`config.mk`:
```
export PLATFORM = sky130hd
export DESIGN_NAME = result_queue
export DESIGN_NICKNAME = d
export VERILOG_FILES = /design/src/common/rec_pkg.sv /design/src/rtl/result_queue.sv
export SDC_FILE = /design/constraint.sdc
export NUM_CORES = 1
export LEC_CHECK = 0
export ABC_AREA = 1
export BUFFER_PORTS_ARGS = -buffer_cell sky130_fd_sc_hd__buf_4
export CAP_MARGIN = 0
export CORE_MARGIN = 3
export CORE_UTILIZATION = 55
export CTS_BUF_LIST = sky130_fd_sc_hd__clkbuf_16
export DETAILED_ROUTE_END_ITERATION = 16
export PLACE_DENSITY_LB_ADDON = 0.08
export SETUP_SLACK_MARGIN = 0.4
export SYNTH_ARGS = -nofsm -noshare
export SYNTH_HDL_FRONTEND = slang
export SYNTH_SLANG_ARGS = --single-unit
```
`constraint.sdc`:
```
create_clock -name clk -period 7.7 [get_ports clk]
set_input_delay 0.385 -clock clk [delete_from_list [all_inputs] [get_ports clk]]
set_output_delay 0.385 -clock clk [all_outputs]
set_load 0.02 [all_outputs]
```
`src/common/rec_pkg.sv`:
```
// Shared widths, opcode codes and stream payload structs
// for the tagged record store
`default_nettype none

package rec_pkg;

  typedef logic [7:0]  addr_t;   // 256 records
  typedef logic [63:0] word_t;   // Record data
  typedef logic [3:0]  tag_t;    // Caller's match tag
  typedef logic [2:0]  op_t;

  // Legal opcodes, 4 to 7 are illegal
  localparam op_t OP_WRITE = 3'd0;
  localparam op_t OP_READ  = 3'd1;
  localparam op_t OP_ADD   = 3'd2;
  localparam op_t OP_SWAP  = 3'd3;

  // Command stream payload
  typedef struct packed {
    op_t   op;
    addr_t addr;
    tag_t  tag;
    word_t data;
  } cmd_t;

  // Decoded command, flags drive the execute pipeline
  typedef struct packed {
    logic  rd;       // Needs the stored word
    logic  wr;       // Stores something
    logic  sum;      // Store old plus operand
    logic  rsp;      // Produces a response
    logic  ret_old;  // Respond with old word
    logic  err;      // Illegal opcode
    addr_t addr;
    tag_t  tag;
    word_t data;
  } dec_t;

  // Response stream payload
  typedef struct packed {
    tag_t  tag;
    word_t data;
    logic  err;
  } rsp_t;

endpackage

`default_nettype wire

```
`src/rtl/result_queue.sv`:
```
// In-order response FIFO
// Circular buffer with count, valid/ready output
`default_nettype none

module result_queue #(
  parameter int RESULT_DEPTH = 4  // 2 or more
) (
  input  wire logic          clk,
  input  wire logic          reset_N,
  input  wire logic          push,
  input  wire rec_pkg::rsp_t push_rsp,
  output      logic          room,
  output      logic          rsp_valid,
  input  wire logic          rsp_ready,
  output      rec_pkg::rsp_t rsp
);
  import rec_pkg::*;

  localparam int PW = $clog2(RESULT_DEPTH);
  localparam int CW = $clog2(RESULT_DEPTH + 1);

  rsp_t          buf_q [RESULT_DEPTH];
  logic [PW-1:0] wr_ptr;
  logic [PW-1:0] rd_ptr;
  logic [CW-1:0] count;
  logic          pop;

  assign room      = count < CW'(RESULT_DEPTH);
  assign rsp_valid = count != '0;
  assign rsp       = buf_q[rd_ptr];
  assign pop       = rsp_valid && rsp_ready;

  always_ff @(posedge clk or negedge reset_N) begin
    if (!reset_N) begin
      wr_ptr <= '0;
      rd_ptr <= '0;
      count  <= '0;
    end else begin
      if (push) begin
        // Wrap explicitly, depth need not be a power of two
        wr_ptr <= (wr_ptr == PW'(RESULT_DEPTH - 1)) ? '0 : wr_ptr + 1'b1;
      end
      if (pop) begin
        rd_ptr <= (rd_ptr == PW'(RESULT_DEPTH - 1)) ? '0 : rd_ptr + 1'b1;
      end
      case ({push, pop})
        2'b10:   count <= count + 1'b1;
        2'b01:   count <= count - 1'b1;
        default: count <= count;  // Both or neither
      endcase
    end
  end

  always_ff @(posedge clk) begin
    if (push) buf_q[wr_ptr] <= push_rsp;
  end

  // Overflow would drop a response
  a_no_push_full: assert property (@(posedge clk) disable iff (!reset_N)
    push |-> count < CW'(RESULT_DEPTH));

  // Underflow would replay a stale entry
  a_no_pop_empty: assert property (@(posedge clk) disable iff (!reset_N)
    pop |-> count != '0);

endmodule

`default_nettype wire

```
==> impl_metrics.ini, run 1 <==
[finish]
area_delta_synth_final_pct = 15.4
antenna_cells = 0
layout-drive-gt1-share_pct = 30.0
nets = 1076
final_common_cell = edfxtp_1
layout_common_cells = 276 x edfxtp_1, 194 x nand2_1, 151 x inv_1, 148 x buf_4, 81 x o211ai_2
fin_cells = 1293

[yosys]
seq_area_frac_synth_pct = 70.2
synth_ff_type = edfxtp_1
syn_nets = 942
syn_area_mm2 = 0.0121
syn_area_per_cell_um2 = 14.0
yosys_warnings = 0
synth-edff-count = 276
syn-instance-count = 862
async_reset_ff_share_pct = 2.47
synth_cell_types = 22
ys_ff_latch = 283

[grt]
grt-busiest-layer = met2
gr-usage-met2_pct = 31.1
grt_antenna_before_repair = 0
grt_overflow = 0
use_met1_pct = 24.1
grt_pass1_wl_mm = 34.4
grt_max_degree = 213
grt_pass1_vias = 6637
grt_use_met3_pct = 3.52
track_usage_pct = 18.1

[setup_path]
crit_path_top_delay_cell = dfrtp_4
path_cells = buf_12 > nand2_1 > o211ai_2 > nand2_1 > buf_4
crit_path_max_incr_delay_ns = 0.97
path_common_cell = nand2_1
cp.arrival_ns = 3.04
worstSetupPathType = reg2out
cp_data_required_time_ns = 7.32
worstPathMaxFanout = 212
start_kind = flip-flop
cp-end-kind = output port

[detailed_routing]
post-route-drc-count = 0
num_vias = 6593
drt_iter0_markers = 391
viasPerCell = 5.10
first_pass_iters = 5
ant_nets = 0
wirelength_mm = 21.6
routedWlPerCell_um = 16.7

[floorplanning]
fp.dieH_um = 154
dieWidth_um = 154
ioPinCount = 144
start_util_pct = 56.7
die_area_mm2 = 0.0237
core-area_mm2 = 0.0213
row_count = 53

[clock_network]
htreeDepth = 1
cts_sinks = 283
tritoncts = built
clock_path_buffers = 3
cts_setup_buffers = 0
cts-root-buf = clkbuf_16
clk_latency_ns = 0.53
numCtsBuffers = 29
path_clk_slew_ns = 0.06

[timing]
slew_violations = 0
setup_viol = 0
fin_crit_ns = 3.42
grt_setup_unrepaired = no
finalHoldViolations = 0
clock_skew_ns = 0.00844
max_freq_mhz = 292
period_share_pct = 44.4
fin_setup_tns_ns = 0
maxSlewHeadroom_pct = 25.8
setup_ws_ns = 4.28
max_slew.worst_pin.slew_ns = 1.11

[place]
dp_hpwl_mm = 11.8
dp_slack_ns = 4.88
port_buffers = 143
place_congestion = 0.683
place_inst = 1239

[status]
status = finished, final reports clean

[pwr]
pwr_density_cell_mw_per_mm2 = 389
ir_drop_v = 0.000321
p_leak_nw = 5.59

[run]
cap_viol_max_count = 0

[hold_path]
worstHoldPathType = in2reg
[registers in the layout, summed over array words and instances, names as in the netlist]
register  count
rd_ptr        2
count         3
buf_q       276
wr_ptr        2
[repair_timing]
| item | CTS | global route |
|---|---|---|
| endpoints found under the hold margin | 7 | 0 |
| resized for setup | 0 | 0 |
| hold buffers | 1 | 0 |
[synthesized netlist by cell type (3+ instances only)]
cell / number / area [um2]
o21ai_0: 3 / 15.0
buf_2: 17 / 85.1
inv_1: 150 / 563
nand2_2: 29 / 181
o211ai_2: 81 / 1010
nand2_1: 194 / 728
edfxtp_1: 276 / 8290
buf_6: 14 / 158
o211ai_1: 57 / 428
ha_1: 6 / 75.1
dfrtp_1: 7 / 175
buf_12: 12 / 240
nand3_1: 4 / 20.0
[power breakdown]
part	leakage, nW	total (W)	switching, W	internal [W]
clock	0.449	0.00128	0.000536	0.000744
sequential	2.62	0.00214	0.000154	0.00198
combinational	2.52	0.00199	0.00127	0.000722
total	5.59	0.00541	0.00196	0.00345
[per-stage QoR]
| stage | util (%) | instance area [um2] | hold WS (ns) | total power (W) |
|---|---|---|---|---|
| after global placement | 61.2 | 13000 | 0.206 | 0.00417 |
| after CTS | 65.4 | 13900 | 0.0305 | 0.00549 |
| after floorplan | - | 12100 | 0.0894 | 0.00367 |
| after detailed placement | 61.2 | 13000 | 0.207 | 0.00420 |
| after global routing | 65.4 | 13900 | 0.0360 | 0.00573 |
| final | 65.4 | 13900 | 0.0544 | 0.00541 |
[area by class of cell]
class / count / area, um2
Sequential cell: 283 / 8470
Fill cell: 1605 / 7370
Multi-Input combinational cell: 379 / 2500
Timing Repair Buffer: 150 / 1140
Clock buffer: 29 / 726
Inverter: 153 / 578
Tap cell: 275 / 344
Clock inverter: 24 / 153
[kinds of logic after synthesis]
logic type / after synthesis / share of synthesized area (%)
compound gates: 141 / 12.1
xor+xnor: 1 / 0.0726
fa+ha+maj: 7 / 0.788
buf+inv: 200 / 9.07
flops: 283 / 70.2
simple gates: 230 / 7.82
[routing by layer]
metal  vias up  routed length, um  share of wire [%]
met3        36               1270                5.9
met2       152              10700                 50
met4         0                487                2.3
met1      3150               9140                 42
li1       3255                  -                  -
met5         -                  0                  0
[critical path, delay by kind of cell (launching register included)]
kind | cells | cell delay, ns
flip-flops | 1 | 0.97
buffers and inverters | 2 | 0.92
AND/OR/NAND/NOR | 2 | 0.26
AO/OA/AOI/OAI | 1 | 0.10
[final timing paths]
kind | startpoint | end | slack, ns | cells past startpoint
max in group asynchronous | reset_N | rd_ptr[0] | 7.36 | 2
worst min register to register | count[0] | count[0] | 0.50 | 1
min in group asynchronous | reset_N | wr_ptr[0] | 0.20 | 2
worst max register to register | wr_ptr[0] | buf_q[2][41] | 5.47 | 5
worst max-delay path | rd_ptr[0] | rsp[21] | 4.28 | 5
worst min-delay path | push_rsp[2] | buf_q[2][2] | 0.05 | 1
Note: power is estimated with default switching activity, not from simulation.
==> run 2: changes to the inputs <==
--- a/config.mk
+++ b/config.mk
@@ -9,7 +9,7 @@
 export BUFFER_PORTS_ARGS = -buffer_cell sky130_fd_sc_hd__buf_4
 export CAP_MARGIN = 0
 export CORE_MARGIN = 3
-export CORE_UTILIZATION = 55
+export CORE_UTILIZATION = 53
 export CTS_BUF_LIST = sky130_fd_sc_hd__clkbuf_16
 export DETAILED_ROUTE_END_ITERATION = 16
 export PLACE_DENSITY_LB_ADDON = 0.08
==> constraint.sdc (replaced) <==
create_clock -name clk -period 3.01 [get_ports clk]
set_input_delay 0.1505 -clock clk [delete_from_list [all_inputs] [get_ports clk]]
set_output_delay 0.1505 -clock clk [all_outputs]
set_load 0.02 [all_outputs]
==> impl_metrics.ini, run 2 (synthesis results as in run 1) <==
[place]
dp_hpwl_mm = 13.1
place_congestion = 0.711
port_buffers = 143

[finish]
largest_reg_flops = 276
antenna_cells = 0
final_common_cell = edfxtp_1
fillers = 1559
largestRegisters = buf_q x276, count x3
layout_common_cells = 276 x edfxtp_1, 194 x nand2_1, 150 x inv_1, 148 x buf_4, 81 x o211ai_2
largest-register = buf_q
area_delta_synth_final_pct = 23.4
layout-drive-gt1-share_pct = 29.3
nets = 1156
utilization_pct = 67.4

[detailed_routing]
drt_iter0_markers = 345
first_pass_iters = 6
viasPerCell = 5.04
ant_nets = 0
wirelength_mm = 23.3
post-route-drc-count = 0
routedWlPerCell_um = 16.9
num_vias = 6942

[clock_network]
clock_path_buffers = 3
path_clk_slew_ns = 0.06
cts-root-buf = clkbuf_16
htreeDepth = 1
tritoncts = built
cts_hold_buf = 73
cts_setup_buffers = 0
clk_latency_ns = 0.53
postCtsResizedCells = 0
numCtsBuffers = 29
cts_sinks = 283

[grt]
track_usage_pct = 19.2
grt_pass1_vias = 7073
grt_overflow = 0
grt_pass1_wl_mm = 37.5
grt_antenna_before_repair = 0
grt_max_degree = 106

[floorplanning]
die_area_mm2 = 0.0246
dieWidth_um = 157
core-area_mm2 = 0.0221
start_util_pct = 54.6
row_count = 54
ioPinCount = 144
fp.dieH_um = 157

[setup_path]
path_common_cell = nand2_1
crit_path_max_incr_delay_ns = 0.68
start_kind = flip-flop
cp-end-kind = output port
cp.arrival_ns = 2.21
crit_path_top_delay_cell = dfrtp_4
path_cells = buf_12 > nand2_1 > o211ai_2 > nand2_1 > buf_4
worstSetupPathType = reg2out
worstPathMaxFanout = 105
cp_data_required_time_ns = 2.86

[pwr]
ir_drop_v = 0.000874
p_leak_nw = 6.00
pwr_density_cell_mw_per_mm2 = 970

[timing]
max_slew.worst_pin.slew_ns = 0.730
max_freq_mhz = 423
fin_setup_tns_ns = 0
period_share_pct = 78.5
clock_skew_ns = 0.0132
slew_violations = 0
maxSlewHeadroom_pct = 51.3
finalHoldViolations = 0
fin_crit_ns = 2.36
grt_setup_unrepaired = no
setup_viol = 0

[status]
status = finished, final reports clean

[run]
cap_viol_max_count = 0

[hold_path]
worstHoldPathType = in2reg
-- run 2: cell types whose count changed in the layout (fill, tap and decap cells not counted) --
cell	change
dlygate4sd3_1	+72
bufinv_16	+3
clkinv_2	+5
inv_1	-1
inv_2	+1
buf_12	+8
clkinv_1	-8
-- run 2: stage by stage --
step	setup slack [ns]	hold WS [ns]	total power [W]	cells	instance area, um2
CTS	0.620	0.333	0.0146	1378	14900
floorplan	0.564	-0.145	0.00938	862	12100
global placement	1.17	-0.0270	0.0109	1252	13200
finish	0.646	0.359	0.0144	1378	14900
detailed placement	1.13	-0.0289	0.0109	1252	13200
global route	0.478	0.352	0.0153	1378	14900
-- run 2: where the power goes --
| group | total, W | switching (W) | internal [W] |
|---|---|---|---|
| Combinational | 0.00555 | 0.00351 | 0.00204 |
| Clock | 0.00359 | 0.00142 | 0.00217 |
| Sequential | 0.00531 | 0.000249 | 0.00506 |
| Total | 0.0144 | 0.00517 | 0.00927 |
-- run 2: final timing paths --
path                            slack, ns         start  depth (start not counted)           end
worst max-delay path                 0.65     rd_ptr[0]                          5       rsp[38]
worst min-delay path                 0.36  push_rsp[57]                          2  buf_q[3][57]
worst max register to register       1.14     wr_ptr[0]                          5  buf_q[2][40]
worst min register to register       0.49      count[0]                          1      count[0]
max in group asynchronous            2.12       reset_N                          3     rd_ptr[0]
min in group asynchronous            0.59       reset_N                          3     rd_ptr[1]
-- run 2: cell type report --
| class | count | area [um2] | share of cell area (%) |
|---|---|---|---|
| Inverter | 153 | 577 | 3.87 |
| Timing Repair Buffer | 230 | 2020 | 13.6 |
| Multi-Input combinational cell | 379 | 2500 | 16.8 |
| Clock buffer | 29 | 726 | 4.87 |
| Tap cell | 280 | 350 | 2.35 |
| Sequential cell | 283 | 8470 | 56.9 |
| Clock inverter | 24 | 239 | 1.61 |
-- run 2: worst max-delay path: cells and delay by family, from the launching register on --
kind	cells	cell delay, ns
and+or+nand+nor	2	0.21
buffers and inverters	2	0.62
DFF	1	0.68
AOI/OAI and AO/OA	1	0.08
-- run 2: routing by layer --
layer,track usage (%),part of all wire (%)
met5,0,0
met2,32.4,50
met3,2.77,4.3
met4,4.84,2.1
met1,26.4,44
