==> config.mk <==
export PLATFORM = sky130hd
export DESIGN_NAME = cmd_decode
export DESIGN_NICKNAME = d
export VERILOG_FILES = /design/src/common/rec_pkg.sv /design/src/rtl/cmd_decode.sv
export SDC_FILE = /design/constraint.sdc
export NUM_CORES = 1
export LEC_CHECK = 0
export BUFFER_PORTS_ARGS = -buffer_cell sky130_fd_sc_hd__buf_2
export CORE_AREA = 5 5 86 88
export CTS_CLUSTER_DIAMETER = 50
export DETAILED_ROUTE_END_ITERATION = 8
export DIE_AREA = 0 0 91 93
export PLACE_DENSITY = 0.72
export SKIP_CTS_REPAIR_TIMING = 1
export SLEW_MARGIN = 20
export SYNTH_ARGS = -nofsm -noshare
export SYNTH_HDL_FRONTEND = slang
export SYNTH_SLANG_ARGS = --single-unit
==> constraint.sdc <==
create_clock -name clk -period 5.7 [get_ports clk]
set_input_delay 0.285 -clock clk [delete_from_list [all_inputs] [get_ports clk]]
set_output_delay 0.285 -clock clk [all_outputs]
set_load 0.05 [all_outputs]
==> src/common/rec_pkg.sv <==
// Shared widths, opcode codes and stream payload structs
// for the tagged record store
`default_nettype none

package rec_pkg;

  typedef logic [7:0]  addr_t;   // 256 records
  typedef logic [63:0] word_t;   // Record data
  typedef logic [3:0]  tag_t;    // Caller's match tag
  typedef logic [2:0]  op_t;

  // Legal opcodes, 4 to 7 are illegal
  localparam op_t OP_WRITE = 3'd0;
  localparam op_t OP_READ  = 3'd1;
  localparam op_t OP_ADD   = 3'd2;
  localparam op_t OP_SWAP  = 3'd3;

  // Command stream payload
  typedef struct packed {
    op_t   op;
    addr_t addr;
    tag_t  tag;
    word_t data;
  } cmd_t;

  // Decoded command, flags drive the execute pipeline
  typedef struct packed {
    logic  rd;       // Needs the stored word
    logic  wr;       // Stores something
    logic  sum;      // Store old plus operand
    logic  rsp;      // Produces a response
    logic  ret_old;  // Respond with old word
    logic  err;      // Illegal opcode
    addr_t addr;
    tag_t  tag;
    word_t data;
  } dec_t;

  // Response stream payload
  typedef struct packed {
    tag_t  tag;
    word_t data;
    logic  err;
  } rsp_t;

endpackage

`default_nettype wire

==> src/rtl/cmd_decode.sv <==
// Command decode stage
// Opcode to control flags, one registered slot
`default_nettype none

module cmd_decode (
  input  wire logic          clk,
  input  wire logic          reset_N,
  input  wire logic          cmd_valid,
  output      logic          cmd_ready,
  input  wire rec_pkg::cmd_t cmd,
  output      logic          dec_valid,
  input  wire logic          dec_ready,
  output      rec_pkg::dec_t dec
);
  import rec_pkg::*;

  dec_t dec_next;  // Decoded form of incoming cmd
  logic up_q;      // Low for the first cycle out of reset
  logic accept;

  // Slot empty, or draining this cycle
  assign cmd_ready = up_q && (!dec_valid || dec_ready);
  assign accept    = cmd_valid && cmd_ready;

  always_comb begin
    dec_next      = '0;
    dec_next.addr = cmd.addr;
    dec_next.tag  = cmd.tag;
    dec_next.data = cmd.data;
    case (cmd.op)
      OP_WRITE: dec_next.wr = 1'b1;  // Silent store
      OP_READ: begin
        dec_next.rd      = 1'b1;
        dec_next.rsp     = 1'b1;
        dec_next.ret_old = 1'b1;  // Stored word unchanged
      end
      OP_ADD: begin
        dec_next.rd  = 1'b1;
        dec_next.wr  = 1'b1;
        dec_next.sum = 1'b1;
        dec_next.rsp = 1'b1;      // Returns the sum
      end
      OP_SWAP: begin
        dec_next.rd      = 1'b1;
        dec_next.wr      = 1'b1;
        dec_next.rsp     = 1'b1;
        dec_next.ret_old = 1'b1;
      end
      default: begin
        // Error response only, memory untouched
        dec_next.err = 1'b1;
        dec_next.rsp = 1'b1;
      end
    endcase
  end

  always_ff @(posedge clk or negedge reset_N) begin
    if (!reset_N) begin
      up_q      <= 1'b0;
      dec_valid <= 1'b0;
    end else begin
      up_q <= 1'b1;
      if (accept) dec_valid <= 1'b1;
      else if (dec_ready) dec_valid <= 1'b0;  // Taken by execute
    end
  end

  always_ff @(posedge clk) begin
    if (accept) dec <= dec_next;
  end

  // Illegal ops must never reach the RAM write port
  a_err_no_wr: assert property (@(posedge clk) disable iff (!reset_N)
    dec_valid |-> !(dec.err && dec.wr));

endmodule

`default_nettype wire

==> results.ini, run 1 <==
[final_layout]
post-route-util_pct = 56.9
fin_cells = 363
final_net_count = 360
area_growth_pct = 44.9
drive_gt1_share_pct = 65.2
fillers = 523

[floorplan]
die_w_um = 91
ios = 167
start_util_pct = 39.3
die_h_um = 93
rows = 30
core_area_um2 = 6570
die_area_um2 = 8460

[drt]
vias_per_cell = 4.35
firstDrtPassIters = 4
drt_wl_total_mm = 5.96
ant_nets = 0
vias = 1578
drt-wirelength-per-cell_um = 16.4
drc = 0
drtIter0Drc = 69

[setup_path]
cp_max_fo = 40
start_kind = flip-flop
critPathCaptureType = flip-flop
critPathKind = flip-flop to flip-flop
required_ns = 5.68
arrival_ns = 1.85

[place]
portBuffers = 166
place_ws_ns = 3.24
dp_cells = 344
dpl.hpwl_mm = 4.58
routabilityCongestion = 0.758

[timing]
min_period_over_period_pct = 32.8
finalCriticalPeriod_ns = 1.87
slew_violations = 0
fin_ws_ns = 3.83
tns_ns = 0
fmax_ghz = 0.536
fin_skew_ns = 0.00747
whs_ns = 0.107
setup_viol = 0
rsz0062_at_grt = no
finalHoldViolCount = 0

[yosys]
ys_types = 13
netlist_area_um2 = 2580
ys_seq_area_share_pct = 97.4
synth.most_common_cell = edfxtp_1
synth.net_count = 181
synth-edff-count = 82
synth.avg_cell_area_um2 = 26.3
synth_top_area_share_pct = 95.4
synth-async-reset-ratio_pct = 2.38
synthFlopType = edfxtp_1
synth_top_area_cell = edfxtp_1
syn_inst = 98
synthTopCellsByArea = edfxtp_1, dfrtp_1, nor2b_1
ys_ff_latch = 84
synth_commonest_cells = edfxtp_1, dfrtp_1, nand2_1, nor2_1, nor2b_1
ys_warn_count = 0

[grt]
grt_overflow = 0
grt_max_degree = 44
track_usage_pct = 13.8
grt_pass1_wl_mm = 8.66
antenna_found_initial = 2
first_global_vias = 1716

[cts]
clock-sinks = 84
htreeDepth = 3
cts_tree = yes
clock_path_buffers = 2
clk_pin_slew_ns = 0.09
numCtsBuffers = 9
cts_root_buf = clkbuf_8
clk_latency_ns = 0.34

[power_and_ir_drop]
powerDensity_nw_per_um2 = 333
p_leak_nw = 1.58
vdd_drop_max_mv = 0.191

[hold_path]
hold_path.class = input pin to flip-flop

[run_status]
status = finished clean

[job]
drv_cap = 0

## path summary, 6_finish.rpt
| path | cells past startpoint | from | slack (ns) | to |
|---|---|---|---|---|
| min in group asynchronous | 2 | reset_N | 0.25 | up_q |
| max in group asynchronous | 2 | reset_N | 5.36 | dec_valid |
| hold reg to reg | 2 | dec_valid | 0.57 | dec_valid |
| setup reg to reg | 3 | dec_valid | 3.83 | dec[64] |
| hold / removal | 1 | cmd[22] | 0.11 | dec[22] |
| setup / recovery | 3 | dec_valid | 3.83 | dec[64] |
## layer usage
layer / vias up / wire length, um / part of all wire (%) / track usage [%]
li1: 740 / - / - / -
met1: 722 / 1850 / 31 / 13.0
met2: 101 / 3000 / 50 / 21.8
met3: 11 / 994 / 17 / 11.2
met4: 4 / 82 / 1.4 / 6.36
met5: - / 25 / 0.42 / 0
## area by class of cell
| class | count | area, um2 | share of cell area (%) |
|---|---|---|---|
| Antenna cell | 1 | 2.50 | 0.0670 |
| Inverter | 1 | 3.75 | 0.100 |
| Tap cell | 80 | 100 | 2.68 |
| Clock inverter | 7 | 51.3 | 1.37 |
| Multi-Input combinational cell | 12 | 67.6 | 1.81 |
| Timing Repair Buffer | 169 | 876 | 23.4 |
| Sequential cell | 84 | 2510 | 67.2 |
| Clock buffer | 9 | 124 | 3.31 |
## worst max-delay path, stage by stage, from the launching register on
cell and delay (ns):
dfrtp_1 0.38, nand2b_1 0.12, nor2b_4 0.47, buf_4 0.53
## cells in the final DEF (no fill, tap or decap), drive strengths merged
cell type and n:
a21oi 1, dfrtp 2, dlygate4sd3 1, diode 1, clkinv 1, or3 1
conb 1, clkbuf 9, nand2 2, nand2b 1, nor2b 2, and2 1
nor3 1, buf 168, clkinvlp 4, edfxtp 82, inv 3, nor2 2
## metrics by stage
step / power [mW] / cell area, um2
after floorplan: 0.834 / 2580
after global placement: 0.884 / 3520
after detailed placement: 0.888 / 3520
after CTS: 1.26 / 3700
after global routing: 1.30 / 3730
final: 1.24 / 3740
## cells by family after synthesis
group / after synthesis / share of synthesized area, %
flops: 84 / 97.4
simple gates: 10 / 1.99
buf+inv: 2 / 0.291
compound gates: 1 / 0.194
other cells: 1 / 0.145
## where the power goes
part | internal [mW] | switching [mW] | leakage [nW]
clock network | 0.159 | 0.210 | 0.0759
registers | 0.709 | 0.00589 | 0.787
logic | 0.0404 | 0.119 | 0.714
## sequential cells by signal, summed over array words and instances, names as in the netlist
signal / flops
dec_valid: 1
up_q: 1
dec: 82
(Power assumes the default switching activity.)
==> run 2, diff against run 1 <==
--- a/config.mk
+++ b/config.mk
@@ -5,6 +5,7 @@
 export SDC_FILE = /design/constraint.sdc
 export NUM_CORES = 1
 export LEC_CHECK = 0
+export ABC_AREA = 1
 export BUFFER_PORTS_ARGS = -buffer_cell sky130_fd_sc_hd__buf_2
 export CORE_AREA = 5 5 86 88
 export CTS_CLUSTER_DIAMETER = 50
==> constraint.sdc (replaced) <==
create_clock -name clk -period 1.9 [get_ports clk]
set_input_delay 0.095 -clock clk [delete_from_list [all_inputs] [get_ports clk]]
set_output_delay 0.095 -clock clk [all_outputs]
set_load 0.05 [all_outputs]
==> run 2 against run 1 <==
  * Synthesized cell count rose by 6.1%
  * Wire length increased by 29%
  * Clock skew about the same
  * Sequential share of layout area shrank 12 points
  * Synthesized area up 0.63%
  * Critical path type unchanged
  * Global-route usage grew 0.69 points
==> results.ini, run 2 <==
[cts]
htreeDepth = 3  ; unchanged
clk_latency_ns = 0.35  ; was 0.34 ns
numCtsBuffers = 9  ; unchanged
cts_root_buf = clkbuf_8  ; unchanged
clock_path_buffers = 2  ; unchanged
cts_tree = yes  ; unchanged
clock-sinks = 84  ; unchanged
clk_pin_slew_ns = 0.08  ; was 0.09 ns

[floorplan]
ios = 167  ; unchanged
core_area_um2 = 6570  ; unchanged
die_w_um = 91  ; unchanged
start_util_pct = 39.5  ; was 39.3%
rows = 30  ; unchanged
die_h_um = 93  ; unchanged
die_area_um2 = 8460  ; unchanged

[power_and_ir_drop]
switching_share_pct = 26.3  ; was 26.9%
finalPower_mw = 4.02  ; was 1.24 mW
combPwrFrac_pct = 15.4  ; was 12.8%
vdd_drop_max_mv = 0.625  ; was 0.191 mV
clkPwrFrac_pct = 31.2  ; was 29.7%
p_seq_share_pct = 53.4  ; was 57.5%
p_leak_nw = 1.94  ; was 1.58 nW
intPower_mw = 2.96  ; was 909 uW
p_sw_mw = 1.06  ; was 335 uW
powerDensity_nw_per_um2 = 885  ; was 333 nW/um2

[grt]
grt_pass1_wl_mm = 9.11  ; was 8.66 mm
met2_usage_pct = 23.9  ; was 21.8%
first_global_vias = 1805  ; was 1716
antenna_found_initial = 0  ; was 2
busiest_layer = met2  ; unchanged
grt_overflow = 0  ; unchanged
gr-usage-met1_pct = 14.4  ; was 13.0%
grt_max_degree = 51  ; was 44
use_met3_pct = 8.61  ; was 11.2%
track_usage_pct = 14.5  ; was 13.8%

[yosys]
syn_inst = 104  ; was 98
synth.avg_cell_area_um2 = 25.0  ; was 26.3 um2
synth_top_area_cell = edfxtp_1  ; unchanged
netlist_area_um2 = 2600  ; was 2580 um2
synth_commonest_cells = edfxtp_1, inv_1, inv_2, nand2_1, nand3_1  ; was edfxtp_1, dfrtp_1, nand2_1, nor2_1, nor2b_1
synthTopCellsByArea = edfxtp_1, dfrtp_1, nand3_1  ; was edfxtp_1, dfrtp_1, nor2b_1
ys_seq_area_share_pct = 96.8  ; was 97.4%
ys_ff_latch = 84  ; unchanged
synth_top_area_share_pct = 94.8  ; was 95.4%
synth.net_count = 187  ; was 181
ys_warn_count = 0  ; unchanged
synthFlopType = edfxtp_1  ; unchanged
synth-edff-count = 82  ; unchanged
synth-async-reset-ratio_pct = 2.38  ; unchanged
ys_types = 12  ; was 13
synth.most_common_cell = edfxtp_1  ; unchanged

[drt]
firstDrtPassIters = 4  ; unchanged
drt-wirelength-per-cell_um = 17.3  ; was 16.4 um
drc = 0  ; unchanged
vias = 1983  ; was 1578
ant_nets = 0  ; unchanged
vias_per_cell = 4.46  ; was 4.35
drtIter0Drc = 90  ; was 69
drt_wl_total_mm = 7.68  ; was 5.96 mm

[final_layout]
area_growth_pct = 75.0  ; was 44.9%
largest_reg_flops = 82  ; unchanged
fillers = 425  ; was 523
layout_common_cells = buf_2, edfxtp_1, dlygate4sd3_1, clkbuf_8, inv_1  ; was buf_2, edfxtp_1, clkbuf_8, clkinvlp_4
final_common_cell = buf_2  ; unchanged
post-route-util_pct = 69.2  ; was 56.9%
antennaDiodeCount = 0  ; was 1
regMostFlops = dec  ; unchanged
fin_cells = 445  ; was 363
drive_gt1_share_pct = 52.1  ; was 65.2%
final_net_count = 443  ; was 360
multi_input_area_um2 = 66.3  ; was 67.6 um2
reg.largest.list = dec (82), dec_valid (1), up_q (1)  ; unchanged
final-seq-area_um2 = 2510  ; about the same

[setup_path]
required_ns = 1.91  ; was 5.68 ns
start_kind = flip-flop  ; unchanged
arrival_ns = 1.45  ; was 1.85 ns
r2r_slack_ns = 0.45  ; was 3.83 ns
cp_max_fo = 32  ; was 40
critPathCaptureType = flip-flop  ; unchanged
critPathKind = flip-flop to flip-flop  ; unchanged

[timing]
slew_violations = 0  ; unchanged
finalCriticalPeriod_ns = 1.45  ; was 1.87 ns
setup_viol = 0  ; unchanged
fmax_ghz = 0.692  ; was 0.536 GHz
rsz0062_at_grt = no  ; unchanged
tns_ns = 0  ; unchanged
fin_skew_ns = 0.00795  ; was 0.00747 ns
finalHoldViolCount = 0  ; unchanged
min_period_over_period_pct = 76.1  ; was 32.8%

[place]
portBuffers = 166  ; unchanged
dp_cells = 351  ; was 344
routabilityCongestion = 0.772  ; was 0.758
dpl.hpwl_mm = 4.74  ; was 4.58 mm

[job]
drv_cap = 0  ; unchanged

[run_status]
status = finished clean  ; unchanged

[hold_path]
hold_path.class = input pin to flip-flop  ; unchanged

run 2: critical path, stage by stage (launching register included):
cell,delay (ns)
dfrtp_2,0.42
nand2_2,0.08
nand2_2,0.07
nor2_4,0.14
buf_4,0.37
run 2: cell type report:
type | instances | area share (%)
multi-input cells | 12 | 1.46
well taps | 80 | 2.20
repair buffers | 246 | 36.1
clock inverters | 7 | 1.65
flip-flops and latches | 84 | 55.3
inverters | 7 | 0.578
clock buffers | 9 | 2.73
run 2: cell families (layout without fill, tap and decap cells):
family | after synthesis | after routing | synth area share (%)
AO/OA/AOI/OAI | 3 | 3 | 0.578
buffers and inverters | 8 | 269 | 1.16
flip-flops | 84 | 84 | 96.8
other | 1 | 1 | 0.144
AND/OR/NAND/NOR | 8 | 8 | 1.35
run 2: per-stage QoR:
stage | area (um2) | worst slack (ns) | hold WS [ns]
2_1_floorplan | 2610 | -0.413 | -0.201
3_3_place_gp | 3560 | 0.533 | -0.121
3_5_place_dp | 3560 | 0.482 | -0.114
4_1_cts | 3760 | 0.463 | -0.497
5_1_grt | 4540 | 0.386 | 0.0335
6_report | 4540 | 0.454 | 0.0403
run 2: power groups by stage:
| stage | Clock [mW] | Sequential [mW] | Combinational (mW) |
|---|---|---|---|
| floorplan | 0 | 2.45 | 0.0472 |
| global placement | 0 | 2.18 | 0.479 |
| detailed placement | 0 | 2.19 | 0.486 |
| CTS | 1.28 | 2.15 | 0.487 |
| global route | 1.40 | 2.16 | 0.648 |
| finish | 1.25 | 2.15 | 0.618 |
run 2: path summary, 6_finish.rpt:
kind                            cells after the start         to      start
max in group asynchronous                           2  dec_valid    reset_N
min in group asynchronous                           2       up_q    reset_N
worst min-delay path                                4  dec_valid  dec_ready
worst max register to register                      4    dec[10]  dec_valid
worst max-delay path                                4    dec[10]  dec_valid
worst min register to register                      2  dec_valid       up_q
run 2: per-layer routing:
metal / part of all wire, % / vias up
met1: 33 / 946
met5: 0 / -
li1: - / 910
met2: 54 / 111
met4: 2.4 / 0
met3: 11 / 16
==> run 3, diff against run 2 <==
--- a/config.mk
+++ b/config.mk
@@ -5,7 +5,7 @@
 export SDC_FILE = /design/constraint.sdc
 export NUM_CORES = 1
 export LEC_CHECK = 0
-export ABC_AREA = 1
+export ABC_AREA = 0
 export BUFFER_PORTS_ARGS = -buffer_cell sky130_fd_sc_hd__buf_2
 export CORE_AREA = 5 5 86 88
 export CTS_CLUSTER_DIAMETER = 50
==> constraint.sdc (replaced) <==
create_clock -name clk -period 1.4 [get_ports clk]
set_input_delay 0.07 -clock clk [delete_from_list [all_inputs] [get_ports clk]]
set_output_delay 0.07 -clock clk [all_outputs]
set_load 0.05 [all_outputs]
==> run 3 against run 2 <==
  * Global-route usage fell by 0.22 points
  * Largest cell class unchanged
  * Critical path depth fell by 1
  * Wire length fell by 1.3%
  * Hold slack got worse by 0.0013 ns
  * Setup slack got worse by 0.42 ns
==> results.ini, run 3 (same netlist as run 1, synthesis figures left out) <==
[run_status]
status = finished clean  ; unchanged

[power_and_ir_drop]
finalPower_mw = 5.46  ; was 4.02 mW
powerDensity_nw_per_um2 = 1200  ; was 885 nW/um2
vdd_drop_max_mv = 0.865  ; was 0.625 mV
p_leak_nw = 1.92  ; was 1.94 nW

[timing]
tns_ns = 0  ; unchanged
fin_ws_ns = 0.0303  ; was 0.454 ns
min_period_over_period_pct = 97.8  ; was 76.1%
fmax_ghz = 0.730  ; was 0.692 GHz
slew_violations = 0  ; unchanged
setup_viol = 0  ; unchanged
finalHoldViolCount = 0  ; unchanged
whs_ns = 0.0390  ; was 0.0403 ns
finalCriticalPeriod_ns = 1.37  ; was 1.45 ns
fin_skew_ns = 0.00668  ; was 0.00795 ns

[final_layout]
regMostFlops = dec  ; unchanged
area_growth_pct = 76.2  ; was 75.0%
final_net_count = 438  ; was 443
antennaDiodeCount = 0  ; unchanged
drive_gt1_share_pct = 51.7  ; was 52.1%
final_common_cell = buf_2  ; unchanged
largest_reg_flops = 82  ; unchanged
fin_area_um2 = 4550  ; was 4540 um2
layout_common_cells = buf_2, edfxtp_1, dlygate4sd3_1, clkbuf_8  ; was buf_2, edfxtp_1, dlygate4sd3_1, clkbuf_8, inv_1
reg.largest.list = dec (82), dec_valid (1), up_q (1)  ; unchanged
fillers = 413  ; was 425

[place]
place_area_um2 = 3560  ; about the same
dpl.hpwl_mm = 4.69  ; was 4.74 mm
place_ws_ns = 0.108  ; was 0.482 ns
portBuffers = 166  ; unchanged
routabilityCongestion = 0.747  ; was 0.772

[setup_path]
required_ns = 1.44  ; was 1.91 ns
critPathKind = flip-flop to flip-flop  ; unchanged
start_kind = flip-flop  ; unchanged
cp_num_buf_inv = 1  ; unchanged
crit_family = flip-flops  ; unchanged
cp_max_fo = 35  ; was 32
slowest_stage = dfrtp_2  ; unchanged
critical_path.cell_chain = nand2b_1 -> nor2b_4 -> buf_12  ; was nand2_2 -> nand2_2 -> nor2_4 -> buf_4
arrival_ns = 1.41  ; was 1.45 ns
r2r_slack_ns = 0.03  ; was 0.45 ns
slowest_delay_ns = 0.41  ; was 0.42 ns
critPathCaptureType = flip-flop  ; unchanged

[drt]
ant_nets = 0  ; unchanged
vias = 1902  ; was 1983
firstDrtPassIters = 4  ; unchanged
vias_per_cell = 4.32  ; was 4.46
drt-wirelength-per-cell_um = 17.2  ; was 17.3 um
drc = 0  ; unchanged
drt_wl_total_mm = 7.58  ; was 7.68 mm
drtIter0Drc = 69  ; was 90

[grt]
gr-usage-met1_pct = 13.8  ; was 14.4%
grt_pass1_wl_mm = 8.87  ; was 9.11 mm
first_global_vias = 1754  ; was 1805
met2_usage_pct = 22.8  ; was 23.9%
track_usage_pct = 14.3  ; was 14.5%
grt_overflow = 0  ; unchanged
use_met3_pct = 9.41  ; was 8.61%
grt_max_degree = 36  ; was 51
busiest_layer = met2  ; unchanged
antenna_found_initial = 0  ; unchanged

[cts]
numCtsBuffers = 9  ; unchanged
cts_root_buf = clkbuf_8  ; unchanged
clock-sinks = 84  ; unchanged
clock_path_buffers = 2  ; unchanged
clk_pin_slew_ns = 0.08  ; about the same
cts_tree = yes  ; unchanged
clk_latency_ns = 0.34  ; was 0.35 ns
htreeDepth = 3  ; unchanged

[floorplan]
die_area_um2 = 8460  ; unchanged
start_util_pct = 39.3  ; was 39.5%
core_area_um2 = 6570  ; unchanged
die_w_um = 91  ; unchanged
rows = 30  ; unchanged
die_h_um = 93  ; unchanged
ios = 167  ; unchanged

[hold_path]
hold_path.class = input pin to flip-flop  ; unchanged

[job]
drv_cap = 0  ; unchanged

[run 3: changes by cell type in the layout (fill, tap and decap cells not counted), sizes merged, moves of 2 or more]
cell / before / now
nand3: 3 / 0
nor2b: 0 / 2
inv: 9 / 3
clkbuf: 9 / 11
[run 3: final timing paths]
| check | endpoint | depth (start not counted) | startpoint |
|---|---|---|---|
| max in group asynchronous | dec_valid | 2 | reset_N |
| setup reg to reg | dec[38] | 3 | dec_valid |
| setup / recovery | dec[38] | 3 | dec_valid |
| hold / removal | dec[78] | 2 | cmd[77] |
| min in group asynchronous | dec_valid | 2 | reset_N |
| hold reg to reg | dec_valid | 2 | dec_valid |
[run 3: layer usage]
layer,up-vias,wire [um]
met4,0,197
met1,873,2530
met2,116,3960
li1,897,-
met5,-,0
met3,16,886
[run 3: area by class of cell]
class	count	area [um2]	share of cell area, %
Sequential cell	84	2510	55.3
Inverter	1	3.75	0.0826
Multi-Input combinational cell	12	67.6	1.49
Timing Repair Buffer	247	1660	36.6
Clock buffer	10	128	2.81
Tap cell	80	100	2.20
Clock inverter	6	71.3	1.57
[run 3: stage by stage]
step,std cells,util [%]
2_1_floorplan,98,-
3_3_place_gp,346,54.2
3_5_place_dp,346,54.2
4_1_cts,362,57.3
5_1_grt,440,69.2
6_report,440,69.2
[run 3: where the power goes]
| part | switching [mW] | internal (mW) | total [mW] |
|---|---|---|---|
| sequential | 0.0268 | 2.89 | 2.91 |
| clock | 0.865 | 0.840 | 1.71 |
| combinational | 0.531 | 0.310 | 0.841 |
